`src/design/axis_pkg.sv`:
```
//////////////////////////////////////////////////
// Stream width defaults for the width converter
// Packet size limit and FIFO sizing constants
//////////////////////////////////////////////////

package axis_pkg;

   //////////////////////////////////////////////////
   // Stream widths

   localparam int S_DATA_WIDTH_DEF = 256;    // Slave word, 32 bytes
   localparam int M_DATA_WIDTH_DEF = 64;     // Master word, 8 bytes

   //////////////////////////////////////////////////
   // Packet buffering

   // Largest packet in bytes
   localparam int MAX_PKT_BYTES = 1600;

   // 64 entries hold a full 1600 byte packet at 32 bytes per word
   localparam int PKT_FIFO_DEPTH_BITS = 6;

   localparam int LEN_FIFO_DEPTH_BITS = 5;  // Up to 32 queued lengths

   // Free entries left when nearly_full rises
   // Covers words accepted while the registered ready catches up
   localparam int NEARLY_FULL_MARGIN = 4;

endpackage

```
`src/design/meta_pkg.sv`:
```
//////////////////////////////////////////////////
// Metadata word carried on the master tuser
// Field widths, bit positions and default ports
//////////////////////////////////////////////////

package meta_pkg;

   //////////////////////////////////////////////////
   // Field widths

   localparam int LEN_WIDTH   = 16;          // Byte length
   localparam int SPT_WIDTH   = 8;           // Source port
   localparam int DPT_WIDTH   = 8;           // Destination port
   localparam int TUSER_WIDTH = 128;

   //////////////////////////////////////////////////
   // Layout from bit 0 upward
   // Length first, then source and destination port, zero padding on top

   localparam int LEN_LSB = 0;
   localparam int SPT_LSB = LEN_LSB + LEN_WIDTH;
   localparam int DPT_LSB = SPT_LSB + SPT_WIDTH;
   localparam int PAD_LSB = DPT_LSB + DPT_WIDTH;   // 96 zero bits from here

   //////////////////////////////////////////////////
   // Default port values

   localparam logic [SPT_WIDTH-1:0] DEFAULT_SRC_PORT = 8'h01;
   localparam logic [DPT_WIDTH-1:0] DEFAULT_DST_PORT = 8'h04;

endpackage

```
`src/design/pkt_length_counter.sv`:
```
//////////////////////////////////////////////////
// Per-packet byte counter
// Sums strobes of accepted words, queues each total
//////////////////////////////////////////////////

`timescale 1ns/10ps

module pkt_length_counter #(
   parameter int S_DATA_WIDTH = axis_pkg::S_DATA_WIDTH_DEF
) (
   input  logic                           axi_aclk,
   input  logic                           axi_resetn,
   input  logic [S_DATA_WIDTH/8-1:0]      s_axis_tstrb,
   input  logic                           s_axis_tlast,
   input  logic                           accept,
   input  logic                           len_rd_en,
   output logic [meta_pkg::LEN_WIDTH-1:0] len_head,
   output logic                           len_empty,
   output logic                           len_nearly_full
);

   import axis_pkg::*;
   import meta_pkg::*;

   localparam int S_BYTES = S_DATA_WIDTH / 8;
   localparam int CNT_W   = $clog2(S_BYTES) + 1;   // Holds 0..S_BYTES

   logic [CNT_W-1:0]     word_bytes;
   logic [LEN_WIDTH-1:0] running_sum;
   logic [LEN_WIDTH-1:0] pkt_len;
   logic                 len_push;

   // Highest set strobe plus one, strobes are contiguous from lane 0
   always_comb begin
      word_bytes = '0;
      for (int i = 0; i < S_BYTES; i++) begin
         if (s_axis_tstrb[i]) word_bytes = CNT_W'(i + 1);
      end
   end

   assign pkt_len  = running_sum + LEN_WIDTH'(word_bytes);
   assign len_push = accept & s_axis_tlast;   // Pushed with the tlast word

   always_ff @(posedge axi_aclk) begin
      if (!axi_resetn) begin
         running_sum <= '0;
      end else if (len_push) begin
         running_sum <= '0;                   // Next packet starts fresh
      end else if (accept) begin
         running_sum <= pkt_len;
      end
   end

   sync_fifo #(
      .WIDTH      (LEN_WIDTH),
      .DEPTH_BITS (LEN_FIFO_DEPTH_BITS)
   ) len_fifo_inst (
      .axi_aclk    (axi_aclk),
      .axi_resetn  (axi_resetn),
      .din         (pkt_len),
      .wr_en       (len_push),
      .rd_en       (len_rd_en),
      .dout        (len_head),
      .empty       (len_empty),
      .full        (),
      .nearly_full (len_nearly_full)
   );

   // Packet buffer is sized for this limit
   a_pkt_len_max : assert property (@(posedge axi_aclk) disable iff (!axi_resetn)
      len_push |-> (pkt_len <= LEN_WIDTH'(MAX_PKT_BYTES)))
      else $error("packet longer than %0d bytes", MAX_PKT_BYTES);

endmodule

```
`src/design/sync_fifo.sv`:
```
//////////////////////////////////////////////////
// Fall-through synchronous FIFO
// Register array with empty, full and nearly-full flags
//////////////////////////////////////////////////

`timescale 1ns/10ps

module sync_fifo #(
   parameter int WIDTH      = 8,
   parameter int DEPTH_BITS = axis_pkg::LEN_FIFO_DEPTH_BITS
) (
   input  logic             axi_aclk,
   input  logic             axi_resetn,
   input  logic [WIDTH-1:0] din,
   input  logic             wr_en,
   input  logic             rd_en,
   output logic [WIDTH-1:0] dout,
   output logic             empty,
   output logic             full,
   output logic             nearly_full
);

   import axis_pkg::*;

   localparam int DEPTH = 1 << DEPTH_BITS;

   logic [WIDTH-1:0]    mem [DEPTH];
   logic [DEPTH_BITS-1:0] wr_ptr;
   logic [DEPTH_BITS-1:0] rd_ptr;
   logic [DEPTH_BITS:0]   count;   // One extra bit so a full FIFO is distinct
   logic                  do_wr;
   logic                  do_rd;

   assign do_wr = wr_en & ~full;
   assign do_rd = rd_en & ~empty;

   // Head word shows without a read
   assign dout  = mem[rd_ptr];
   assign empty = (count == '0);
   assign full  = (count == (DEPTH_BITS+1)'(DEPTH));
   // Fewer than NEARLY_FULL_MARGIN entries free
   assign nearly_full = (count > (DEPTH_BITS+1)'(DEPTH - NEARLY_FULL_MARGIN));

   always_ff @(posedge axi_aclk) begin
      if (do_wr) begin
         mem[wr_ptr] <= din;
      end
   end

   always_ff @(posedge axi_aclk) begin
      if (!axi_resetn) begin
         wr_ptr <= '0;
         rd_ptr <= '0;
         count  <= '0;
      end else begin
         if (do_wr) wr_ptr <= wr_ptr + 1'b1;
         if (do_rd) rd_ptr <= rd_ptr + 1'b1;
         case ({do_wr, do_rd})
            2'b10:   count <= count + 1'b1;
            2'b01:   count <= count - 1'b1;
            default: count <= count;   // Both or neither
         endcase
      end
   end

   //////////////////////////////////////////////////
   // Callers must respect the flags

   a_no_write_full : assert property (@(posedge axi_aclk) disable iff (!axi_resetn)
      !(wr_en && full))
      else $error("sync_fifo write while full");

   a_no_read_empty : assert property (@(posedge axi_aclk) disable iff (!axi_resetn)
      !(rd_en && empty))
      else $error("sync_fifo read while empty");

endmodule

```
`config.mk`:
```
export PLATFORM = sky130hd
export DESIGN_NAME = pkt_length_counter
export DESIGN_NICKNAME = d
export VERILOG_FILES = /design/src/design/axis_pkg.sv /design/src/design/meta_pkg.sv /design/src/design/pkt_length_counter.sv /design/src/design/sync_fifo.sv
export SDC_FILE = /design/constraint.sdc
export NUM_CORES = 1
export LEC_CHECK = 0
export ABC_CLOCK_PERIOD_IN_PS = 4600
export BUFFER_PORTS_ARGS = -buffer_cell sky130_fd_sc_hd__buf_2
export CAP_MARGIN = 0
export CELL_PAD_IN_SITES_DETAIL_PLACEMENT = 1
export CELL_PAD_IN_SITES_GLOBAL_PLACEMENT = 1
export CORE_MARGIN = 2
export CORE_UTILIZATION = 25
export CTS_BUF_LIST = sky130_fd_sc_hd__clkbuf_4 sky130_fd_sc_hd__clkbuf_8 sky130_fd_sc_hd__clkbuf_16
export DETAILED_ROUTE_END_ITERATION = 7
export GPL_ROUTABILITY_DRIVEN = 1
export PLACE_DENSITY = 0.47
export SLEW_MARGIN = 40
export SYNTH_ARGS = -nofsm -noshare
export SYNTH_HDL_FRONTEND = slang
export SYNTH_HIERARCHICAL = 1
export SYNTH_SLANG_ARGS = --single-unit
```
`constraint.sdc`:
```
create_clock -name axi_aclk -period 4.6 [get_ports axi_aclk]
set_clock_uncertainty 0.15 [all_clocks]
set_input_delay 0.92 -clock axi_aclk [delete_from_list [all_inputs] [get_ports axi_aclk]]
set_output_delay 0.92 -clock axi_aclk [all_outputs]
set_load 0.05 [all_outputs]
```
=== After elaboration in Yosys (flattened, before gate mapping) ===
Memories as Yosys holds them, arrays and structs flattened. A register that Yosys moved wholly into a read port is not among the register bits.
Index checks and enable logic that the tools add are counted.

* Register bits: 32
* Memory bits (writable): 512
* Input port bits: 37
* Word-level logic and storage cells: 60
* Memories: 1

{| class="wikitable"
|+ Memory list
! memory !! words !! bits a word !! rd ports !! clocked after Yosys merged registers in !! write ports !! RTL line !! text
|-
| len_fifo_inst.mem || 32 || 16 || 1 || 1 || 1 || sync_fifo.sv:27 || <nowiki>logic [WIDTH-1:0] mem [DEPTH];</nowiki>
|}

* Add/subtract/negate cells: 5
* $lt $le $gt $ge: 1
* Equal/unequal tests: 3
* Mux-type cells: 37
* Bitwise logic cells: 6
* Reductions and logical operators: 3

{| class="wikitable"
|+ Operators by type and width
! kind !! number
|-
| $mux W6 || 31
|-
| $add A16 B6 Y16 || 1
|-
| $pmux W6 S2 || 1
|-
| $add A5 B1 Y5 const B || 2
|-
| $mux W5 || 2
|-
| $add A6 B1 Y6 const B || 1
|-
| $eq A6 B6 Y1 const B || 1
|-
| $gt A6 B5 Y1 const B || 1
|-
| $logic_not A6 Y1 || 1
|-
| $sub A6 B1 Y6 const B || 1
|-
| $and A1 B1 Y1 || 3
|-
| $mux W1 || 3
|-
| $not A1 Y1 || 3
|-
| $eq A2 B1 Y1 const B || 1
|-
| $eq A2 B2 Y1 const B || 1
|-
| $reduce_bool A2 Y1 || 1
|-
| $reduce_or A2 Y1 || 1
|}

=== Logic depth before layout (Yosys ltp) ===
* Depth after elaboration: 33
* Gate-level depth with buffers: 14
* Depth with buffers taken out: 13

=== By module ===
The synthesis kept the hierarchy.

{| class="wikitable"
|+ Modules (own cells, without submodules)
! module !! times used !! cells each !! area each (um2) !! sequential area each (um2)
|-
| sync_fifo || 1 || 1083 || 20704.9 || 15795.1
|-
| pkt_length_counter || 1 || 195 || 1496.4 || 320.3
|}

=== Least setup slack after synthesis ===
OpenSTA, ideal clock, no wires.

* Path kind: input to register
* Start point: in s_axis_tstrb[8]
* End point: mem len_fifo_inst/mem[0][12] (netlist name), data pin
* Arrival time: 4037 ps
* Required time: 4063 ps
* Path slack: 26 ps
* Stages on the path: 11
* Buffers on the path: 0
* Cells stage by stage: or4_4 > o21ba_1 > o21ai_1 > nand3_1 > a31oi_1 > ha_1 > nor2b_1 > o31a_2 > o21ai_1 > nor2_1 > xnor2_1

* Cells in the longest elaborated chain, start to end: 25

{| class="wikitable"
|+ RTL lines
! item !! RTL line !! text
|-
| start, declared || pkt_length_counter.sv:13 || <nowiki>input logic [S_DATA_WIDTH/8-1:0] s_axis_tstrb,</nowiki>
|-
| $mux W6 (24 in a row) || pkt_length_counter.sv:37 || <nowiki>if (s_axis_tstrb[i]) word_bytes = CNT_W'(i + 1);</nowiki>
|-
| $add A16 B6 Y16 || pkt_length_counter.sv:41 || <nowiki>assign pkt_len = running_sum + LEN_WIDTH'(word_bytes);</nowiki>
|-
| net pkt_len[12] || pkt_length_counter.sv:30 || <nowiki>logic [LEN_WIDTH-1:0] pkt_len;</nowiki>
|-
| end, declared || sync_fifo.sv:27 ||
|}

The timed path passes the listed nets, and every way through them passes these cells.

==> impl_metrics.py <==
metrics = {
    "synth": {
        "syn-cell-area_um2": 22200,
        "yosysWarningCount": 6,
        "netlist_instances": 1277,
        "synth_nets": 1329,
        "synth_area_per_cell_um2": 17.4,
    },
    "die": {
        "die_h_um": 302,
        "initial_core_util_pct": 25.2,
        "rows": 109,
        "fp.coreArea_um2": 88200,
        "io_pins": 55,
        "dieArea_um2": 91200,
        "die_w_um": 302,
    },
    "power": {
        "irDropWorstVdd_mv": 0.341,
        "p_per_area_nw_per_um2": 458,
        "p_leak_nw": 8.54,
    },
    "detailed_routing": {
        "ant_nets": 0,
        "wirelength_um": 62200,
        "drt_first_iter_violations": 827,
        "drt_first_pass_iters": 5,
        "drcViolationCount": 0,
        "vias": 12200,
        "vias_per_cell": 4.63,
        "wl_per_cell_um": 23.6,
    },
    "global_route": {
        "grt_max_degree": 63,
        "grt_use_met3_pct": 3.05,
        "use_met1_pct": 18.7,
        "antenna_found_initial": 3,
        "grt_pass1_wl_um": 90700,
        "globalRoute.busiestLayer": "met2",
        "grt_pass1_vias": 13000,
        "gr-usage-met2_pct": 22.2,
        "grt_usage_pct": 13.7,
        "grt-ovfl-total": 0,
    },
    "critical_path": {
        "cp_max_fo": 25,
        "slowest_stage": "dfxtp_4",
        "cp_top_family": "flip-flops",
        "critPathBufInv": 2,
        "cp_cell_sequence": "buf_4, mux4_2, a22oi_1, nand4_1, buf_2",
        "cp.required_ps": 3530,
        "crit_path_end_kind": "output port",
        "ff2ff_path_depth": 10,
        "rr_endpoint": "len_fifo_inst/count[4]",
        "arrival_ps": 3390,
        "r2r_start": "len_fifo_inst/count[2]",
        "path_class": "flop to output port",
        "cp-start-kind": "flop",
        "reg2reg_slack_ps": 1400,
        "cp_slowest_stage_delay_ps": 730,
    },
    "sta": {
        "rsz0062_at_grt": "false",
        "final-hold-violation-count": 0,
        "finalSetupViolations": 0,
        "worst_slew_pin_slew_ps": 780,
        "fin_setup_tns_ps": 0,
        "slew_viol_final": 0,
        "max_clock_freq_mhz": 224,
        "maxSlewHeadroom_pct": 48.0,
        "period_share_pct": 96.9,
        "whs_ps": 348,
        "min_period_ps": 4460,
    },
    "status": {
        "status": "complete, no violations",
    },
    "placed_design": {
        "place_hpwl_um": 37700,
        "gp_congestion": 0.749,
        "port_buffers": 54,
    },
    "finish": {
        "syn_to_final_growth_pct": 19.3,
        "layout-drive-gt1-share_pct": 24.7,
        "fill_cells": 9088,
        "final_nets": 1482,
        "finish.utilization_pct": 30.0,
    },
    "hold_path": {
        "hold_depth": 2,
        "min-delay-start": "running_sum[12]",
        "hold_path_end": "running_sum[12]",
        "hold_class": "flop to flop",
    },
    "clock_tree": {
        "ctsHoldBuffers": 0,
        "postCtsSetupBuffers": 0,
        "clock_path_buffers": 3,
        "root_buffer": "clkbuf_16",
        "cts_resized": 0,
        "insertion_delay_ps": 620,
        "cts_buffers": 59,
        "clk_pin_slew_ps": 60,
        "cts_sinks": 549,
        "h-tree-depth": 2,
        "cts_tree": "done",
    },
    "run": {
        "max-cap-violations": 0,
    },
}
## area by class of cell
cell class	count	area, um^2	share of cell area [%]
Multi-Input combinational cell	636	5840	22.1
Clock inverter	19	105	0.397
Timing Repair Buffer	164	1200	4.53
Clock buffer	80	1670	6.30
Inverter	20	75.1	0.284
Tap cell	1165	1460	5.51
Sequential cell	549	16100	60.9
Antenna cell	2	5.00	0.0189
## power by group
| group | internal [mW] | switching [mW] |
|---|---|---|
| sequential | 5.56 | 0.129 |
| combinational | 0.735 | 1.27 |
| clock | 2.52 | 1.91 |
| total | 8.81 | 3.31 |
## worst max path at each step
stage / start / endpoint / slack (ps) / depth (start not counted)
floorplan: s_axis_tstrb[8] / len_fifo_inst/mem[0][12] / 30 / 11
global placement: s_axis_tstrb[23] / len_fifo_inst/mem[0][10] / -290 / 14
detailed placement: s_axis_tstrb[23] / len_fifo_inst/mem[3][10] / -80 / 14
CTS: flop / len_head[11] / 100 / 5
global route: flop / len_head[12] / 20 / 5
finish: flop / len_head[11] / 140 / 5
## cell usage in the layout, fill, tap and decap left out, types with 35 or more instances in the layout
cell	n
clkbuf_16	61
mux2i_1	140
buf_2	54
buf_4	99
nand3_1	41
edfxtp_1	512
a22oi_1	96
nor2_1	66
dfxtp_1	35
mux4_2	64
## per-stage QoR
step	worst slack (ps)	total power, mW	instances	area [um^2]
after floorplan	25.5	7.19	1277	22200
after global placement	-294	7.80	2531	24600
after detailed placement	-76.5	7.84	2531	24700
after CTS	103	12.3	2630	26400
after global routing	24.5	12.6	2633	26500
final	142	12.1	2635	26500
## worst reg2reg max path, delay by kind of cell (launching register included)
| family | cells | cell delay, ps |
|---|---|---|
| xor+xnor | 1 | 200 |
| flops | 1 | 400 |
| buf+inv | 1 | 110 |
| compound gates | 4 | 990 |
| fa+ha+maj | 2 | 530 |
| mux | 1 | 200 |
| simple gates | 1 | 570 |
## registers in the layout, indices dropped and copies added, names as in the netlist, named ones only
register	count
len_fifo_inst/wr_ptr	5
len_fifo_inst/count	6
len_fifo_inst/rd_ptr	5
len_fifo_inst/mem	512
running_sum	16
## layer usage
layer / share of wire, % / routed length (um)
met4: 2.2 / 1340
met5: 0 / 0
met3: 5.0 / 3090
met2: 47 / 29400
met1: 46 / 28400
No activity file was read; power rests on OpenSTA's default activity.
