File: src/design/axis_pkg.sv
//////////////////////////////////////////////////
// Stream width defaults for the width converter
// Packet size limit and FIFO sizing constants
//////////////////////////////////////////////////

package axis_pkg;

   //////////////////////////////////////////////////
   // Stream widths

   localparam int S_DATA_WIDTH_DEF = 256;    // Slave word, 32 bytes
   localparam int M_DATA_WIDTH_DEF = 64;     // Master word, 8 bytes

   //////////////////////////////////////////////////
   // Packet buffering

   // Largest packet in bytes
   localparam int MAX_PKT_BYTES = 1600;

   // 64 entries hold a full 1600 byte packet at 32 bytes per word
   localparam int PKT_FIFO_DEPTH_BITS = 6;

   localparam int LEN_FIFO_DEPTH_BITS = 5;  // Up to 32 queued lengths

   // Free entries left when nearly_full rises
   // Covers words accepted while the registered ready catches up
   localparam int NEARLY_FULL_MARGIN = 4;

endpackage

File: src/design/downsize_ctrl.sv
//////////////////////////////////////////////////
// Downsizing control
// Walks the lanes of each buffered word, pops the
// packet and length FIFOs, drives master valid/last
//////////////////////////////////////////////////

`timescale 1ns/10ps

module downsize_ctrl #(
   parameter int S_DATA_WIDTH = axis_pkg::S_DATA_WIDTH_DEF,
   parameter int M_DATA_WIDTH = axis_pkg::M_DATA_WIDTH_DEF
) (
   input  logic                                          axi_aclk,
   input  logic                                          axi_resetn,
   input  logic                                          pkt_empty,
   input  logic                                          head_last,
   input  logic                                          len_empty,
   input  logic                                          next_lane_empty,
   input  logic                                          m_axis_tready,
   output logic [$clog2(S_DATA_WIDTH/M_DATA_WIDTH)-1:0]  lane_idx,
   output logic                                          pkt_rd_en,
   output logic                                          len_rd_en,
   output logic                                          m_axis_tvalid,
   output logic                                          m_axis_tlast
);

   localparam int RATIO     = S_DATA_WIDTH / M_DATA_WIDTH;
   localparam int LANE_BITS = $clog2(RATIO);

   logic first_beat;   // Next beat opens a packet
   logic top_lane;
   logic word_done;    // Current beat finishes the buffered word
   logic m_xfer;

   //////////////////////////////////////////////////
   // Beat decode

   assign top_lane = (lane_idx == LANE_BITS'(RATIO - 1));

   // First beat also needs the length, later beats only data
   assign m_axis_tvalid = ~pkt_empty & (~first_beat | ~len_empty);

   // Early end when the final word has no bytes past this lane
   assign m_axis_tlast = head_last & next_lane_empty;
   assign word_done    = top_lane | m_axis_tlast;

   assign m_xfer    = m_axis_tvalid & m_axis_tready;
   assign pkt_rd_en = m_xfer & word_done;
   assign len_rd_en = m_xfer & first_beat;   // Length leaves with the first beat

   //////////////////////////////////////////////////
   // State, advances only on master transfers

   always_ff @(posedge axi_aclk) begin
      if (!axi_resetn) begin
         lane_idx   <= '0;
         first_beat <= 1'b1;
      end else if (m_xfer) begin
         lane_idx   <= word_done ? '0 : lane_idx + 1'b1;
         first_beat <= m_axis_tlast;
      end
   end

   // Held beat must not move until the sink takes it
   a_hold_stall : assert property (@(posedge axi_aclk) disable iff (!axi_resetn)
      (m_axis_tvalid && !m_axis_tready) |=>
         (m_axis_tvalid && $stable(m_axis_tlast) && $stable(lane_idx)))
      else $error("master beat changed under back-pressure");

endmodule

File: config.mk
export PLATFORM = sky130hd
export DESIGN_NAME = downsize_ctrl
export DESIGN_NICKNAME = d
export VERILOG_FILES = /design/src/design/axis_pkg.sv /design/src/design/downsize_ctrl.sv
export SDC_FILE = /design/constraint.sdc
export NUM_CORES = 1
export LEC_CHECK = 0
export BUFFER_PORTS_ARGS = -buffer_cell sky130_fd_sc_hd__buf_2
export CAP_MARGIN = 0
export CORE_AREA = 2 2 39 41
export CTS_CLUSTER_DIAMETER = 50
export DETAILED_ROUTE_END_ITERATION = 10
export DIE_AREA = 0 0 41 43
export GPL_ROUTABILITY_DRIVEN = 0
export PLACE_DENSITY = 0.46
export SLEW_MARGIN = 20
export SYNTH_ARGS = -nofsm -noshare
export SYNTH_HDL_FRONTEND = slang
export SYNTH_SLANG_ARGS = --single-unit
export TNS_END_PERCENT = 100
File: constraint.sdc
create_clock -name axi_aclk -period 1.7 [get_ports axi_aclk]
set_input_delay 0.17 -clock axi_aclk [delete_from_list [all_inputs] [get_ports axi_aclk]]
set_output_delay 0.17 -clock axi_aclk [all_outputs]
set_load 0.1 [all_outputs]
# Yosys cells after proc, flatten, opt, wreduce, memory -nomap -nowiden
# Index checks and enable logic that the tools add are counted.
# totals
register_bits	3
latch_bits	0
mem_bits_rw	0
rom_bits	0
in_bits	7
output_inout_bits	6
wordCells	15
n_memories	0
# op_classes
add_sub_neg	1
multipliers	0
div_mod_pow	0
magnitude_cmp	0
eq_ne	1
n_shift	0
n_mux	1
bitwise_logic	10
n_reduce_logical	0
# op_table
operator	count
AND 1 bit	5
inverter 1 bit	3
adder 2 x 1 -> 2 bit, second input constant	1
equality test 2 bit, second input constant	1
two-way mux 2 bit	1
bitwise OR 1 bit	2

# Longest topological paths before layout
# Gate-level depths: netlist of the first run.
# logic_depth
depth_word	5
ltp_mapped	4

# Least setup slack after synthesis of the first run
# OpenSTA, ideal clock, no wires.
# synth_path
path_type	reg-to-output
start	reg lane_idx[0]
end	out pkt_rd_en
t_arrival_ns	3.323
slack_ns	-1.793
stages_incl_launch_ff	4
n_path_buf	0
path_cell_list	dfxtp_1 ha_1 a21oi_1 nor3_1
# synth_between
elab_chain_cells	3
# synth_rtl
item	line	text
start: declaration	downsize_ctrl.sv:20	output logic [$clog2(S_DATA_WIDTH/M_DATA_WIDTH)-1:0] lane_idx,
start signal: assignment	downsize_ctrl.sv:59	lane_idx <= word_done ? '0 : lane_idx + 1'b1;
equality test 2 bit	downsize_ctrl.sv:38	assign top_lane = (lane_idx == LANE_BITS'(RATIO - 1));
bitwise OR 1 bit	downsize_ctrl.sv:45	assign word_done = top_lane | m_axis_tlast;
AND 1 bit	downsize_ctrl.sv:48	assign pkt_rd_en = m_xfer & word_done;
end: declaration	downsize_ctrl.sv:21	output logic pkt_rd_en,
# Every way passes these cells.

# Worst setup path in the final report of the first run
# layout_path
start	reg first_beat
end	out len_rd_en
# layout_between
elab_chain_cells	5
# layout_rtl
item	line	text
start: declaration	downsize_ctrl.sv:30	logic first_beat;
start signal: assignment	downsize_ctrl.sv:60	first_beat <= m_axis_tlast;
inverter 1 bit	downsize_ctrl.sv:41	assign m_axis_tvalid = ~pkt_empty & (~first_beat | ~len_empty);
bitwise OR 1 bit	downsize_ctrl.sv:41	
AND 1 bit	downsize_ctrl.sv:41	
AND 1 bit	downsize_ctrl.sv:47	assign m_xfer = m_axis_tvalid & m_axis_tready;
AND 1 bit (*)	downsize_ctrl.sv:49	assign len_rd_en = m_xfer & first_beat;
end: declaration	downsize_ctrl.sv:22	output logic len_rd_en,
# Mark *: on every way between the ends. The rest lies on a longest branch, timed or not.

==> results.toml, run 1 <==
[final_layout]
fin_area_um2 = 320
final_cells = 52
synthToLayoutAreaGrowth_pct = 79.0
drive_gt1_share_pct = 63.9
nNetsFinal = 45
diodes = 0

[worst_setup_path]
reg2reg_slack_ns = 0.65
path_class = "flip-flop to output port"
critPathMaxStageDelay_ns = 0.41
end_kind = "output port"
path_max_fanout = 5
path_cells = "a21o_4, clkinv_4, and3_2, buf_2"
required_ns = 1.53
crit_slowest_cell = "buf_2"
cp.arrival_ns = 1.41
startpoint_type = "flip-flop"

[placed_design]
dp_hpwl_um = 406
dp_slack_ns = 0.358
dp_cells = 48
place_area_um2 = 294
portBuffers = 12

[synthesis]
ys.flop_type = "dfxtp_1"
ys_warn_count = 0
ys_top_cells_by_count = "3 x dfxtp_1, 3 x o21ai_0, 2 x a21boi_1, 2 x nand3_1"
synth-async-reset-ratio_pct = 0
synth_area_um2 = 179
synth_seq_area_share_pct = 33.6
synth-seq-cells = 3
synth_edf_count = 0
synth.largest_area_cell = "dfxtp_1"
syn_area_per_cell_um2 = 8.95
yosys-top-cells-area = "dfxtp_1 34%, o21ai_0 8.4%, a21boi_1 8.4%"
synthCells = 20
synth_cell_types = 14
synth.top_cell.area_share_pct = 33.6
synthesis.nets = 28

[route]
drt-total-wl_um = 487
ant_nets = 0
met1_length_um = 202
route.met3.wl_um = 36
remaining_drc_errors = 0
wl_met2_um = 248
routedWlPerCell_um = 9.37
vias = 215
firstDrtPassIters = 4
drt_iter0_drc = 9
top_layer_used = "met3"
vias_per_cell = 4.13

[pwr]
power.leakage_nw = 0.146
power_density_mw_per_mm2 = 880
peakVddDrop_mv = 0.267

[sta]
setup_slack_ns = 0.118
fmax_ghz = 0.632
finalSetupViolations = 0
fin_crit_ns = 1.58
clock_skew_ns = 0.00105
max_slew_margin_pct = 67.8
drv_slew = 0
tightest_slew_ns = 0.486
timing.final.hold_violations = 0
fin_crit_sh_pct = 93.1
rsz0062_at_grt = "no"

[clock_network]
post-cts-setup-buffer-count = 0
numCtsBuffers = 3
cts_root_buf = "clkbuf_4"
htreeDepth = 1
cts_max_path_buffers = 2
cts_tree = "done"
clk_latency_ns = 0.23
cts.clk_slew.worst_paths_ns = 0.04
cts_hold_buf = 0
cts.repair.resized = 0
cts_num_sinks = 3

[floorplanning]
num_rows = 14
die_y_um = 43
fp.dieW_um = 41
top_level_ports = 13
die_area_mm2 = 0.00176
core-area_mm2 = 0.00138
start_util_pct = 12.9

[run]
drv_cap = 0

[status]
outcome = "completed"

[min_path]
hp-class = "input port to flip-flop"

[grt]
track_usage_pct = 6.63
grt_pass1_wl_um = 759
antenna_found_initial = 0
overflow = 0
grt_pass1_vias = 194
grt_max_degree = 6
==> logic make-up after synthesis <==
kind of cell | share of synthesized area, %
adder cells (fa/ha/maj) | 6.99
AND/OR/NAND/NOR | 24.5
AO/OA/AOI/OAI | 28.0
flip-flops | 33.6
buffers and inverters | 6.99
==> per-stage QoR <==
| stage | utilization (%) | TNS, ns | hold slack (ns) | total power, mW |
|---|---|---|---|---|
| finish | 23.1 | 0 | 0.140 | 0.282 |
| global route | 23.1 | 0 | 0.140 | 0.297 |
| CTS | 23.1 | 0 | 0.131 | 0.290 |
| detailed placement | 21.2 | 0 | 0.375 | 0.160 |
| global placement | 21.2 | 0 | 0.376 | 0.160 |
| floorplan | - | -0.0179 | 0.242 | 0.141 |
==> state kept, by name, summed over array words and instances (netlist names) <==
register	flops
lane_idx	2
first_beat	1
==> worst max-delay path: cells and delay by family, from the launching register on <==
family / cells / cell delay (ns)
simple gates: 1 / 0.16
buf+inv: 2 / 0.47
flops: 1 / 0.32
compound gates: 1 / 0.23
==> path summary, 6_finish.rpt <==
path / startpoint / endpoint / cells past startpoint
min reg2reg: first_beat / first_beat / 2
max reg2reg: lane_idx[0] / lane_idx[0] / 4
min: axi_resetn / first_beat / 2
max: first_beat / len_rd_en / 4
==> report_power, final <==
group	total, mW	switching [mW]	internal, mW
Sequential	0.0751	0.00321	0.0719
Clock	0.123	0.0352	0.0879
Combinational	0.0837	0.0642	0.0195
==> layout by cell type (no fill, tap or decap), drive strengths merged, types with 2 or more instances in the layout <==
master / netlist / final
buf: 0 / 12
clkbuf: 0 / 4
o21ai: 3 / 3
dfxtp: 3 / 3
a21boi: 2 / 2
nand3: 2 / 2
==> per-layer routing <==
metal	global-route usage, %	vias up
met2	8.75	10
met1	7.40	98
met3	3.14	0
met4	6.00	0
li1	-	107
met5	0	-
==> cell type report <==
type                    instances  area (um2)
inverters                       2        12.5
flip-flops and latches          3        67.6
repair buffers                 12        60.1
clock buffers                   4        26.3
fillers                       157        1060
well taps                      16        20.0
multi-input cells              15         134
Note: power is estimated with default switching activity, not from simulation.
==> run 2: changes to the inputs <==
--- a/config.mk
+++ b/config.mk
@@ -5,9 +5,10 @@
 export SDC_FILE = /design/constraint.sdc
 export NUM_CORES = 1
 export LEC_CHECK = 0
-export BUFFER_PORTS_ARGS = -buffer_cell sky130_fd_sc_hd__buf_2
+export BUFFER_PORTS_ARGS = -buffer_cell sky130_fd_sc_hd__clkbuf_2
 export CAP_MARGIN = 0
 export CORE_AREA = 2 2 39 41
+export CTS_BUF_LIST = sky130_fd_sc_hd__clkbuf_16
 export CTS_CLUSTER_DIAMETER = 50
 export DETAILED_ROUTE_END_ITERATION = 10
 export DIE_AREA = 0 0 41 43
==> run 2 against run 1 <==
Against the previous run: sequential cell count stayed put; first-iteration DRC count is 89% lower; non-clock buffer count stayed put; utilization is 5.1 points higher; worst setup slack better by 0.13 ns; cell count stayed put; wire length is 12% higher; register-to-register slack hardly changed; critical path depth is 1 lower; hold slack better by 0.0084 ns; global-route usage is 1.2 points higher; largest cell class unchanged; highest routed layer unchanged.
==> results.toml, run 2 (synthesis results as in run 1) <==
[status]
outcome = "completed"

[sta]
max_slew_margin_pct = 64.2
fin_crit_sh_pct = 85.3
timing.final.hold_violations = 0
fmax_ghz = 0.690
finalSetupViolations = 0
fin_setup_tns_ns = 0
clock_skew_ns = 0.00113
tightest_slew_ns = 0.540
drv_slew = 0
rsz0062_at_grt = "no"
fin_crit_ns = 1.45

[pwr]
internal_power_mw = 0.399
peakVddDrop_mv = 0.311
p_clk_share_pct = 69.1
p_comb_share_pct = 16.7
pwr-share-seq_pct = 14.1
swShare_pct = 25.0
power_density_mw_per_mm2 = 1360
p_switching_mw = 0.133
power.leakage_nw = 0.175

[worst_setup_path]
end_kind = "output port"
path_max_fanout = 5
rr_endpoint = "lane_idx[0]"
startpoint_type = "flip-flop"
path_class = "flip-flop to output port"
cp.arrival_ns = 1.28
crit-reg2reg-launch = "lane_idx[0]"
rr_worst_depth = 4
required_ns = 1.53
reg2reg_slack_ns = 0.64

[floorplanning]
top_level_ports = 13
fp.dieW_um = 41
core-area_mm2 = 0.00138
num_rows = 14
die_y_um = 43
die_area_mm2 = 0.00176
start_util_pct = 12.9

[route]
route.met3.wl_um = 35
firstDrtPassIters = 4
drt-total-wl_um = 545
ant_nets = 0
top_layer_used = "met3"
met1_length_um = 215
drt_iter0_drc = 1
vias_per_cell = 4.15
routedWlPerCell_um = 10.5
vias = 216
wl_met2_um = 293
remaining_drc_errors = 0

[final_layout]
fin_area_um2 = 390
final_cells = 52
final_common_cell = "clkbuf_2"
multi_input_area_um2 = 134
reg_top3 = "lane_idx: 2 flops, first_beat: 1 flops"
largest_reg_flops = 2
diodes = 0
nFillCells = 150
top_register = "lane_idx"
fin_util_pct = 28.2
seq_area_um2 = 67.6
final_cell_mix = "10 x clkbuf_2, 3 x o21ai_0, 3 x clkbuf_16"
nNetsFinal = 45
synthToLayoutAreaGrowth_pct = 118
drive_gt1_share_pct = 63.9

[min_path]
whs_path_depth = 2
hp-class = "input port to flip-flop"
min_to = "first_beat"
hp-start = "axi_resetn"

[grt]
grt_pass1_wl_um = 828
grt_max_degree = 6
grt_pass1_vias = 204
track_usage_pct = 7.82
antenna_found_initial = 0
overflow = 0

[clock_network]
cts.clk_slew.worst_paths_ns = 0.03
post-cts-setup-buffer-count = 0
numCtsBuffers = 3
htreeDepth = 1
clk_latency_ns = 0.22
cts_num_sinks = 3
cts_root_buf = "clkbuf_16"
cts_hold_buf = 0
cts_max_path_buffers = 2
cts.repair.resized = 0
cts_tree = "done"

[run]
drv_cap = 0

[placed_design]
dp_cells = 48
place_area_um2 = 312
portBuffers = 12
run 2: stage by stage:
step / hold slack, ns / total power [mW] / worst slack, ns
after global routing: 0.163 / 0.556 / 0.212
after CTS: 0.147 / 0.538 / 0.242
final: 0.149 / 0.532 / 0.251
after global placement: 0.367 / 0.165 / 0.484
after floorplan: 0.242 / 0.141 / -0.0179
after detailed placement: 0.369 / 0.166 / 0.479
run 2: metal layers:
| layer | track usage, % | vias up |
|---|---|---|
| li1 | - | 109 |
| met1 | 8.65 | 99 |
| met2 | 9.38 | 8 |
| met3 | 1.57 | 0 |
| met4 | 12.0 | 0 |
| met5 | 0 | - |
run 2: how the worst max path moves through the flow:
stage	to	slack, ns	startpoint
6_report	m_axis_tvalid	0.25	first_beat
2_1_floorplan	pkt_rd_en	-0.02	lane_idx[1]
5_1_grt	m_axis_tvalid	0.21	first_beat
4_1_cts	m_axis_tvalid	0.24	first_beat
3_5_place_dp	m_axis_tvalid	0.48	first_beat
3_3_place_gp	m_axis_tvalid	0.48	first_beat
run 2: area by class of cell:
class | count | share of cell area [%]
repair buffers | 12 | 19.9
well taps | 16 | 5.13
multi-input cells | 15 | 34.3
clock inverters | 1 | 0.962
clock buffers | 3 | 19.2
flip-flops and latches | 3 | 17.3
inverters | 2 | 3.21
run 2: worst max-delay path, stage by stage, from the launching register on:
cell and delay (ns):
dfxtp_1 0.31, a21o_4 0.23, clkinv_4 0.06, clkbuf_2 0.44
run 2: power groups by stage:
stage	logic (mW)	registers, mW	clock network (mW)
2_1_floorplan	0.0545	0.0868	0
3_3_place_gp	0.0884	0.0761	0
3_5_place_dp	0.0893	0.0764	0
4_1_cts	0.0896	0.0754	0.373
5_1_grt	0.0931	0.0758	0.387
6_report	0.0889	0.0753	0.368
