<file path="src/design/axis_pkg.sv">
//////////////////////////////////////////////////
// Stream width defaults for the width converter
// Packet size limit and FIFO sizing constants
//////////////////////////////////////////////////

package axis_pkg;

   //////////////////////////////////////////////////
   // Stream widths

   localparam int S_DATA_WIDTH_DEF = 256;    // Slave word, 32 bytes
   localparam int M_DATA_WIDTH_DEF = 64;     // Master word, 8 bytes

   //////////////////////////////////////////////////
   // Packet buffering

   // Largest packet in bytes
   localparam int MAX_PKT_BYTES = 1600;

   // 64 entries hold a full 1600 byte packet at 32 bytes per word
   localparam int PKT_FIFO_DEPTH_BITS = 6;

   localparam int LEN_FIFO_DEPTH_BITS = 5;  // Up to 32 queued lengths

   // Free entries left when nearly_full rises
   // Covers words accepted while the registered ready catches up
   localparam int NEARLY_FULL_MARGIN = 4;

endpackage

</file>
<file path="src/design/sync_fifo.sv">
//////////////////////////////////////////////////
// Fall-through synchronous FIFO
// Register array with empty, full and nearly-full flags
//////////////////////////////////////////////////

`timescale 1ns/10ps

module sync_fifo #(
   parameter int WIDTH      = 8,
   parameter int DEPTH_BITS = axis_pkg::LEN_FIFO_DEPTH_BITS
) (
   input  logic             axi_aclk,
   input  logic             axi_resetn,
   input  logic [WIDTH-1:0] din,
   input  logic             wr_en,
   input  logic             rd_en,
   output logic [WIDTH-1:0] dout,
   output logic             empty,
   output logic             full,
   output logic             nearly_full
);

   import axis_pkg::*;

   localparam int DEPTH = 1 << DEPTH_BITS;

   logic [WIDTH-1:0]    mem [DEPTH];
   logic [DEPTH_BITS-1:0] wr_ptr;
   logic [DEPTH_BITS-1:0] rd_ptr;
   logic [DEPTH_BITS:0]   count;   // One extra bit so a full FIFO is distinct
   logic                  do_wr;
   logic                  do_rd;

   assign do_wr = wr_en & ~full;
   assign do_rd = rd_en & ~empty;

   // Head word shows without a read
   assign dout  = mem[rd_ptr];
   assign empty = (count == '0);
   assign full  = (count == (DEPTH_BITS+1)'(DEPTH));
   // Fewer than NEARLY_FULL_MARGIN entries free
   assign nearly_full = (count > (DEPTH_BITS+1)'(DEPTH - NEARLY_FULL_MARGIN));

   always_ff @(posedge axi_aclk) begin
      if (do_wr) begin
         mem[wr_ptr] <= din;
      end
   end

   always_ff @(posedge axi_aclk) begin
      if (!axi_resetn) begin
         wr_ptr <= '0;
         rd_ptr <= '0;
         count  <= '0;
      end else begin
         if (do_wr) wr_ptr <= wr_ptr + 1'b1;
         if (do_rd) rd_ptr <= rd_ptr + 1'b1;
         case ({do_wr, do_rd})
            2'b10:   count <= count + 1'b1;
            2'b01:   count <= count - 1'b1;
            default: count <= count;   // Both or neither
         endcase
      end
   end

   //////////////////////////////////////////////////
   // Callers must respect the flags

   a_no_write_full : assert property (@(posedge axi_aclk) disable iff (!axi_resetn)
      !(wr_en && full))
      else $error("sync_fifo write while full");

   a_no_read_empty : assert property (@(posedge axi_aclk) disable iff (!axi_resetn)
      !(rd_en && empty))
      else $error("sync_fifo read while empty");

endmodule

</file>
<file path="config.mk">
export PLATFORM = sky130hd
export DESIGN_NAME = sync_fifo
export DESIGN_NICKNAME = d
export VERILOG_FILES = /design/src/design/axis_pkg.sv /design/src/design/sync_fifo.sv
export SDC_FILE = /design/constraint.sdc
export NUM_CORES = 1
export LEC_CHECK = 0
export BUFFER_PORTS_ARGS = -buffer_cell sky130_fd_sc_hd__buf_2
export CAP_MARGIN = 20
export CORE_ASPECT_RATIO = 0.5
export CORE_MARGIN = 2
export CORE_UTILIZATION = 50
export DETAILED_ROUTE_END_ITERATION = 10
export MAX_ROUTING_LAYER = met4
export PLACE_DENSITY = 0.66
export RECOVER_POWER = 25
export SLEW_MARGIN = 40
export SYNTH_ARGS = -nofsm -noshare
export SYNTH_HDL_FRONTEND = slang
export SYNTH_SLANG_ARGS = --single-unit
</file>
<file path="constraint.sdc">
create_clock -name axi_aclk -period 5.1 [get_ports axi_aclk]
set_input_delay 0.51 -clock axi_aclk [delete_from_list [all_inputs] [get_ports axi_aclk]]
set_output_delay 0.51 -clock axi_aclk [all_outputs]
set_load 0.02 [all_outputs]
</file>
---- Word level (Yosys, flattened, before mapping) ----
Memories as Yosys holds them, arrays and structs flattened. A register that Yosys moved wholly into a read port is not among the register bits.
Cells that the tools add are included.
storage, ports and cells
  register bits after elaboration ......... 16
  bits in latches ......................... 0
  RAM bits ................................ 256
  ROM bits ................................ 0
  bits of input ports ..................... 12
  output and inout bits ................... 11
  logic and storage cells ................. 23
  memories ................................ 1
operators by class
  add/sub/neg operators ................... 4
  $mul .................................... 0
  div/mod/pow operators ................... 0
  magnitude comparators ................... 1
  equality and inequality tests ........... 3
  shifts and indexed selects .............. 0
  mux-type cells .......................... 5
  bitwise gates (word level) .............. 4
  reduce and logical (&&, ||, !) cells .... 2
memories
  name  depth  width  read ports  clocked after memory_dff  write ports  RTL line         source
  mem   32     8      1           1                         1            sync_fifo.sv:27  logic [WIDTH-1:0] mem [DEPTH];
operator list
  operator                                             count
  case mux 6 bit (2 select lines)                      1
  adder 5 x 1 -> 5 bit, second input constant          2
  two-way mux 5 bit                                    2
  adder 6 x 1 -> 6 bit, second input constant          1
  equality test 6 bit, second input constant           1
  > comparator 6 x 5 -> 1 bit, second input constant   1
  zero test 6 bit                                      1
  subtractor 6 x 1 -> 6 bit, second input constant     1
  bitwise AND 1 bit                                    2
  equality test 2 x 1 -> 1 bit, second input constant  1
  equality test 2 bit, second input constant           1
  two-way mux 1 bit                                    2
  inverter 1 bit                                       2
  nonzero test 2 bit                                   1

---- Longest topological paths before layout ----
Gate-level depths: netlist of the first run.
  word-level depth ........................ 5
  gate-level depth with buffers ........... 13
  gate-level depth less buffers ........... 10

---- Worst setup path before layout of the first run ----
OpenSTA, ideal clock, no wires.
  path kind ............................... register to register
  start point ............................. register count[0]
  end point ............................... register count[4]
  library setup time ...................... 0.072 ns
  arrival time ............................ 2.672 ns
  data required time ...................... 5.028 ns
  path slack .............................. 2.357 ns
  cell stages (with the launch flop) ...... 14
  buffers on the path ..................... 3
  period minus slack after synthesis ...... 2.743 ns
  cell sequence ........................... dfxtp_1 buf_2 or2_1 clkbuf_1 o31ai_2 inv_1 ha_1 clkbuf_1 xor2_1 ha_1 a21oi_1 a32oi_1 a31oi_1 mux2i_1
on the way
  word-level cells in the longest chain between the ends .. 5
  elaborated cells between the ends (all ways) .. 12
  classes of those cells .................. add/sub (2); eq/ne (3); mux (1); bitwise (4); reduce/logical (2)
ends and longest elaborated chain
  element                                                                RTL line                          source
  from (decl)                                                            sync_fifo.sv:30                   logic [DEPTH_BITS:0] count;
  from (signal assigned)                                                 sync_fifo.sv:59                   2'b10: count <= count + 1'b1;
  from (signal assigned)                                                 sync_fifo.sv:60                   2'b01: count <= count - 1'b1;
  from (signal assigned)                                                 sync_fifo.sv:61                   default: count <= count;
  equality test 6 bit or zero test 6 bit (tied branches)                 sync_fifo.sv:40, sync_fifo.sv:39
  inverter 1 bit, on equally long branches                               sync_fifo.sv:34, sync_fifo.sv:35
  bitwise AND 1 bit, on equally long branches                            sync_fifo.sv:34, sync_fifo.sv:35
  equality test 2 x 1 -> 1 bit or equality test 2 bit (tied branches)    sync_fifo.sv:58                   case ({do_wr, do_rd})
  case mux 6 bit (2 select lines) or nonzero test 2 bit (tied branches)  -
Parallel ways exist; a longest one is shown, timed or not.
A chain may end at the register's enable or synchronous reset.

==> results of run 1 <==
## layer usage
metal | wire (microns) | global-route usage (%)
met4 | 456 | 5.567
met2 | 10540 | 32.14
met1 | 10340 | 27.84
met5 | 0 | -
met3 | 1354 | 2.988
## critical path, stage by stage (launching register included)
cell and delay [ns]:
dfxtp_4 0.56, buf_12 0.29, buf_4 0.63, mux2i_1 0.17, a22oi_1 0.31, nand3_1 0.16, nand3_1 0.16, buf_2 0.17
## flip-flops by register name, summed over array words and instances (netlist names), named ones only
register and flops:
count 6, wr_ptr 5, rd_ptr 5, mem 256
## metrics by stage
step	util [%]	hold slack [ns]	worst slack, ns
floorplan	-	0.4703	2.357
finish	56.21	0.2984	1.570
detailed placement	52.90	0.5106	2.018
global placement	52.65	0.4938	1.867
global route	56.21	0.2866	1.440
CTS	56.11	0.2795	1.534
## where the power goes
| group | switching, mW | internal, mW | leakage (nW) | total [mW] |
|---|---|---|---|---|
| clock network | 0.783 | 0.873 | 0.331 | 1.66 |
| registers | 0.112 | 2.55 | 2.48 | 2.66 |
| logic | 0.537 | 0.388 | 0.939 | 0.925 |
| total | 1.43 | 3.81 | 3.75 | 5.24 |
## cell usage after synthesis, drive strengths merged (2+ instances only)
master and count:
mux4 32, a22oi 33, a22o 8, ha 8
nor3 3, or2 2, xor2 6, a21oi 3
or3 2, nand2 12, o31ai 2, nand3 28
dfxtp 21, buf 19, nor2b 3, o311ai 2
edfxtp 256, a31oi 5, nand2b 4, mux2i 70
nor2 52, inv 9, nand3b 5, nand4 2
clkbuf 18, xnor2 5, o21ai 2, a221oi 8
## logic make-up (layout without fill, tap and decap cells)
group	after synthesis	in the layout
AO/OA/AOI/OAI	70	70
XOR/XNOR	11	11
adder cells (fa/ha/maj)	8	8
buffers and inverters	46	79
flip-flops	277	277
multiplexers	102	102
AND/OR/NAND/NOR	119	119
## area by class of cell
| type | count | area share, % |
|---|---|---|
| repair buffers | 26 | 1.186 |
| inverters | 9 | 0.2760 |
| flip-flops and latches | 277 | 66.30 |
| multi-input cells | 310 | 23.47 |
| well taps | 300 | 3.067 |
| clock inverters | 12 | 0.5520 |
| clock buffers | 32 | 5.152 |
## how the worst max path moves through the flow
stage | depth (start not counted) | to | startpoint
floorplan | 13 | count[4]$_SDFFE_PN0P_ | count[0]$_SDFFE_PN0P_
global placement | 5 | dout[2] | flop
detailed placement | 10 | count[4]$_SDFFE_PN0P_ | count[2]$_SDFFE_PN0P_
CTS | 7 | dout[5] | flop
global route | 7 | dout[5] | flop
finish | 7 | dout[5] | flop
==> impl_results.md, run 1 <==
- Root Buffer: clkbuf_16
- Largest net degree at the start of global routing: 42
- Number of routed nets with antenna violations: 0
- Layout Cells excl Fill: between 900 and 1k
- Synth Area in Compound Gates: under 10%
- Post-Place Cells: 922
- Commonest non-fill, non-tap cells in the layout: 256 x edfxtp_1, 70 x mux2i_1, 33 x a22oi_1, 30 x nor2_1, 28 x nand3_1
- Setup crit end kind: output port
- Hold Crit Class: input pin to flop
- Number of synthesized flops with an enable pin: 256
- Clk Latency, worst-skew pair: between 0.5 and 0.6 ns
- Worst IR Drop VDD: approximately 0.00028 V
- RSZ-0062 raised after global routing: no
- DR iter-0 viols: about 480
- Slew Limit Fails: 65
- Minimum clock period: between 3 and 4 ns
- Most common cell after layout, fill and taps aside: edfxtp_1
- Post-synth top area share: 68.99%
- Unique masters post-synth: 51
- GRT Total Usage: about a fifth
- Drt pass-1 iters: 5
- P per Cell Area: roughly 430 nW/um^2
- Hold Path Stages: 2
- Initial antenna violation count: 0
- CTS H-tree depth: 1
- Post-synthesis adder-cell area fraction: less than 1%
- Core Rows: 38
- Final WL: around 23 mm
- GRT overflow: 0
- Initial Util: between 50% and 60%
- First-pass GRT wire length: around 34 mm
- Global placer's final weighted congestion: approximately 0.75
- Final Hold Fails: 0
- Yosys warning count: 0
- Top post-synthesis cells by area: edfxtp_1 69%, mux2i_1 6.3%, dfxtp_1 3.8%
- Layout cells sized above 1: 14.86%
- Reg area: slightly above 8000 sq um
- Post-Synth XOR/XNOR Area: less than 1%
- Layout fillers: approximately 1.7k
- R2R Path End: count[4]$_SDFFE_PN0P_
- Worst setup path category: flop to output port
- Worst EP arrival: 3.02 ns
- Post-route DRC: 0
- Violated checks: capacitance limit, slew limit
- Synth Area in Simple Gates: slightly above 5%
- IO buf count: 22
- Syn nets: roughly 650
- Dpl hpwl: around 14 mm
- Status: finished with violations
- F_max: roughly 280 MHz
- Area Overhead vs Synth: 9.847%
- Worst Tran Pin Value: approximately 1.5 ns
- Number of buffers created by CTS: 24
- Ys async rst share: 0%
- Largest area contributor in the netlist: edfxtp_1
- Post-DP Area: about 12000 sq um
- LEAKAGE: between 3 and 4 nW
- Crit path max fanout: slightly above 40
- Clk slew on worst S/H paths: about 0.06 ns
- Prevailing post-synth register cell: edfxtp_1
- Vias: approximately 5.7k
- CTS Hold Bufs: 0
- Hold Crit Endpoint: wr_ptr[4]$_SDFFE_PN0P_
- Synth Instances: 633
- Core ar.: ~22000 sq um
- Proportion of synthesized area in mux cells: between 10% and 20%
- Avg WL per Cell: about 23 microns
- Post-CTS sizing: 0
- Via/cell ratio: about 6
- Largest family of logic cells by synthesized area: multiplexers
- Final nets: roughly 670
- Max clock buf depth: 3
- CTS tree: built
- Post-Syn Area: about 11000 sq um
- IO Count: 23
- Vias in the first global route: roughly 5.7k
- Reg2reg start: count[2]$_SDFFE_PN0P_
- Avg Inst Size Synth: roughly 18 sq um
- Rel. slew slack: -1.454%
- Sum Neg Setup Slack: 0 ns
- Final Cell Area: 12240 sq um
- R2R setup slack: approximately 2 ns
- Setup Skew: between 0.02 and 0.025 ns
- MaxCap Viol Count: 2
- Postcts setup bufs: 0
- Die H: between 100 and 150 microns
- Multi-input logic area: roughly 2900 sq um
- CTS Sinks: around 280
- Diode count: 0
- Setup crit start kind: flop
- Final setup fails: 0
- Total power: ~5.2 mW
- Worst Path Required: 4.59 ns
- Die area: 23570 sq um
- Sequential area share after synthesis: 72.76%
- Chip width: 215.1 microns
- Hold path start: axi_resetn
- FF+latch count, synth: 277
- Worst Reg-to-Reg Cells: 10
- Crit share post-route: slightly below 70%
Note: power is estimated with default switching activity, not from simulation.
==> run 2, diff against run 1 <==
Settings changed: ABC_AREA from default to 1.
Clock period 5.1 ns to 3.7 ns, I/O delays scaled along.
==> impl_results.md, run 2 <==
- Status: finished with violations
- Violated checks: capacitance limit, slew limit
- Post-route DRC: 0
- Rel. slew slack: -26.67%
- Vias in the first global route: 7444
- Largest Register: mem
- Avg Inst Size Synth: 11.09 sq um
- IO buf count: 22
- Commonest non-fill, non-tap cells in the layout: 343 x nand2_1, 256 x edfxtp_1, 178 x nand3_1, 63 x a21oi_1, 49 x nor2_1
- DR WL met2: between 10 and 15 mm
- Setup Skew: approximately 0.011 ns
- Worst IR Drop VDD: between 0.0003 and 0.0004 V
- Unique masters post-synth: 24
- Met3 wire length: 2.102 mm
- Vias: 7671
- Core ar.: ~23000 sq um
- Highest metal layer with signal wires: met4
- Hold path start: axi_resetn
- Dpl hpwl: about 16 mm
- GRT Total Usage: about a quarter
- Worst Path Required: 3.33 ns
- Layout Cells excl Fill: 1376
- Largest net degree at the start of global routing: about 130
- R2R Path End: count[4]$_SDFFE_PN0P_
- Hold Crit Endpoint: wr_ptr[1]$_SDFFE_PN0P_
- Top Registers: mem: 256 flops, count: 6 flops
- Area Overhead vs Synth: 9.481%
- MaxCap Viol Count: 6
- F_max: 339.1 MHz
- Top cells by instance count after synthesis: 343 x nand2_1, 256 x edfxtp_1, 178 x nand3_1
- Root Buffer: clkbuf_16
- Clk slew on worst S/H paths: approximately 0.06 ns
- Postcts setup bufs: 0
- Max clock buf depth: 3
- Syn nets: approximately 1.1k
- Slew Limit Fails: around 200
- Avg WL per Cell: roughly 20 microns
- Max reg flops: roughly 260
- CP delay by family, top: simple AND/OR/NAND/NOR gates
- Core Rows: 39
- Minimum clock period: around 2.9 ns
- CTS tree: built
- Drt pass-1 iters: 5
- FF+latch count, synth: ~280
- Final nets: roughly 1.1k
- Largest area contributor in the netlist: edfxtp_1
- P per Cell Area: roughly 640 nW/um^2
- LEAKAGE: approximately 4.6 nW
- Hold Path Stages: 3
- Layout cells sized above 1: ~6.2%
- Diode count: 0
- Worst EP arrival: between 2 and 3 ns
- Sequential area share after synthesis: a little over two thirds
- Die area: roughly 24000 sq um
- Hold Crit Class: input pin to flop
- Number of synthesized flops with an enable pin: about 260
- Worst setup path category: flop to output port
- Prevailing post-synth register cell: edfxtp_1
- Crit-path cells: buf_4, nand3_1, nand3_1, nand2_1, nand2_1, nand2_1, nor2_1, a21oi_1, buf_2
- Post-synth top area share: between 60% and 70%
- Post-Syn Area: 11570 sq um
- Share of power burned in registers: between 40% and 50%
- Initial antenna violation count: 0
- Die H: roughly 110 microns
- DR iter-0 viols: 900
- Post-CTS sizing: 0
- Reg2reg start: count[1]$_SDFFE_PN0P_
- Total power: 8.104 mW
- CTS Hold Bufs: 0
- Final Hold Fails: 0
- RSZ-0062 raised after global routing: no
- Clock power frac: between 30 and 40%
- CTS Sinks: between 200 and 300
- First-pass GRT wire length: between 40 and 50 mm
- GRT overflow: 0
- Worst Tran Pin Value: around 1.9 ns
- Internal Power: 5.498 mW
- Clk Latency, worst-skew pair: ~0.53 ns
- Buffers and inverters on the worst path: 2
- Number of buffers created by CTS: 25
- Crit path max fanout: 23
- Sum Neg Setup Slack: 0 ns
- Most common cell after layout, fill and taps aside: nand2_1
- CTS H-tree depth: 1
- Via/cell ratio: around 5.6
- Most common cell in the netlist: nand2_1
- Yosys warning count: 0
- Crit share post-route: roughly 80%
- Critical path's most frequent cell: nand2_1
- Top post-synthesis cells by area: edfxtp_1 66%, nand2_1 11%, nand3_1 7.7%
- Setup WS post-layout: ~0.75 ns
- IO Count: 23
- Slowest stage delay, CP: roughly 0.64 ns
- Switching power: 2.607 mW
- Comb power frac: 24.8%
- Worst Reg-to-Reg Cells: 17
- Dpl ws: roughly 0.99 ns
- Setup crit start kind: flop
- Final WL: around 27 mm
- Chip width: ~220 microns
- Number of routed nets with antenna violations: 0
- Synth Instances: 1044
- Critical-path top delay cell: dfxtp_2
- Post-Place Cells: around 1.3k
- Setup crit end kind: output port
- Sw Ratio: roughly a third
- Final setup fails: 0
- R2R setup slack: approximately 0.94 ns
- Global placer's final weighted congestion: approximately 0.88
- WL met1: 12.55 mm
- Initial Util: 50.79%
- Ys async rst share: 0%
==> run 2: final cells by class <==
class                   count  area, sq um
clock buffers              33        655.6
fillers                  1866        10120
inverters                  35        132.6
flip-flops and latches    277         8113
repair buffers             36        257.7
multi-input cells         677         3018
well taps                 307        384.1
clock inverters            11        110.1
==> run 2: tightest hold or removal path: stages <==
cell	delay, ns
buf_2	0.15
o21ai_0	0.08
a21oi_1	0.04
==> run 2: power groups by stage <==
stage | Clock, mW | Combinational [mW] | Sequential (mW)
floorplan | 0 | 1.46 | 3.62
global placement | 0 | 1.97 | 3.67
detailed placement | 0 | 2.00 | 3.68
CTS | 2.51 | 2.00 | 3.61
global route | 2.63 | 2.24 | 3.62
finish | 2.48 | 2.01 | 3.61
==> run 2: cell families after synthesis <==
kind of cell | after synthesis | synth area share [%]
xor gates and xnor gates | 8 | 0.6054
and+or+nand+nor | 576 | 20.72
buffers and inverters | 90 | 3.870
DFF | 277 | 70.05
AOI/OAI and AO/OA | 85 | 3.881
adders and majority gates | 8 | 0.8649
==> run 2: per-layer routing <==
| layer | up-vias | global-route usage, % |
|---|---|---|
| li1 | 3625 | - |
| met1 | 3715 | 34.34 |
| met2 | 300 | 35.38 |
| met3 | 31 | 4.126 |
| met4 | 0 | 3.649 |
| met5 | - | - |
==> run 2: per-stage QoR <==
| step | hold slack [ns] | util, % | cell area, sq um |
|---|---|---|---|
| after floorplan | 0.4590 | - | 11570 |
| after global placement | 0.4801 | 52.28 | 11910 |
| after detailed placement | 0.5054 | 52.28 | 11910 |
| after CTS | 0.1449 | 55.64 | 12680 |
| after global routing | 0.1668 | 55.60 | 12670 |
| final | 0.1568 | 55.60 | 12670 |
==> run 2: worst max-delay path by stage <==
stage                          start                     to  cells after the start
6_report                        flop                dout[5]                      9
4_1_cts                         flop                dout[3]                      8
2_1_floorplan  count[2]$_SDFFE_PN0P_  count[4]$_SDFFE_PN0P_                     19
3_5_place_dp   count[0]$_SDFFE_PN0P_   mem[14][2]$_DFFE_PP_                      8
5_1_grt                         flop                dout[6]                      9
3_3_place_gp   count[1]$_SDFFE_PN0P_  count[4]$_SDFFE_PN0P_                     17
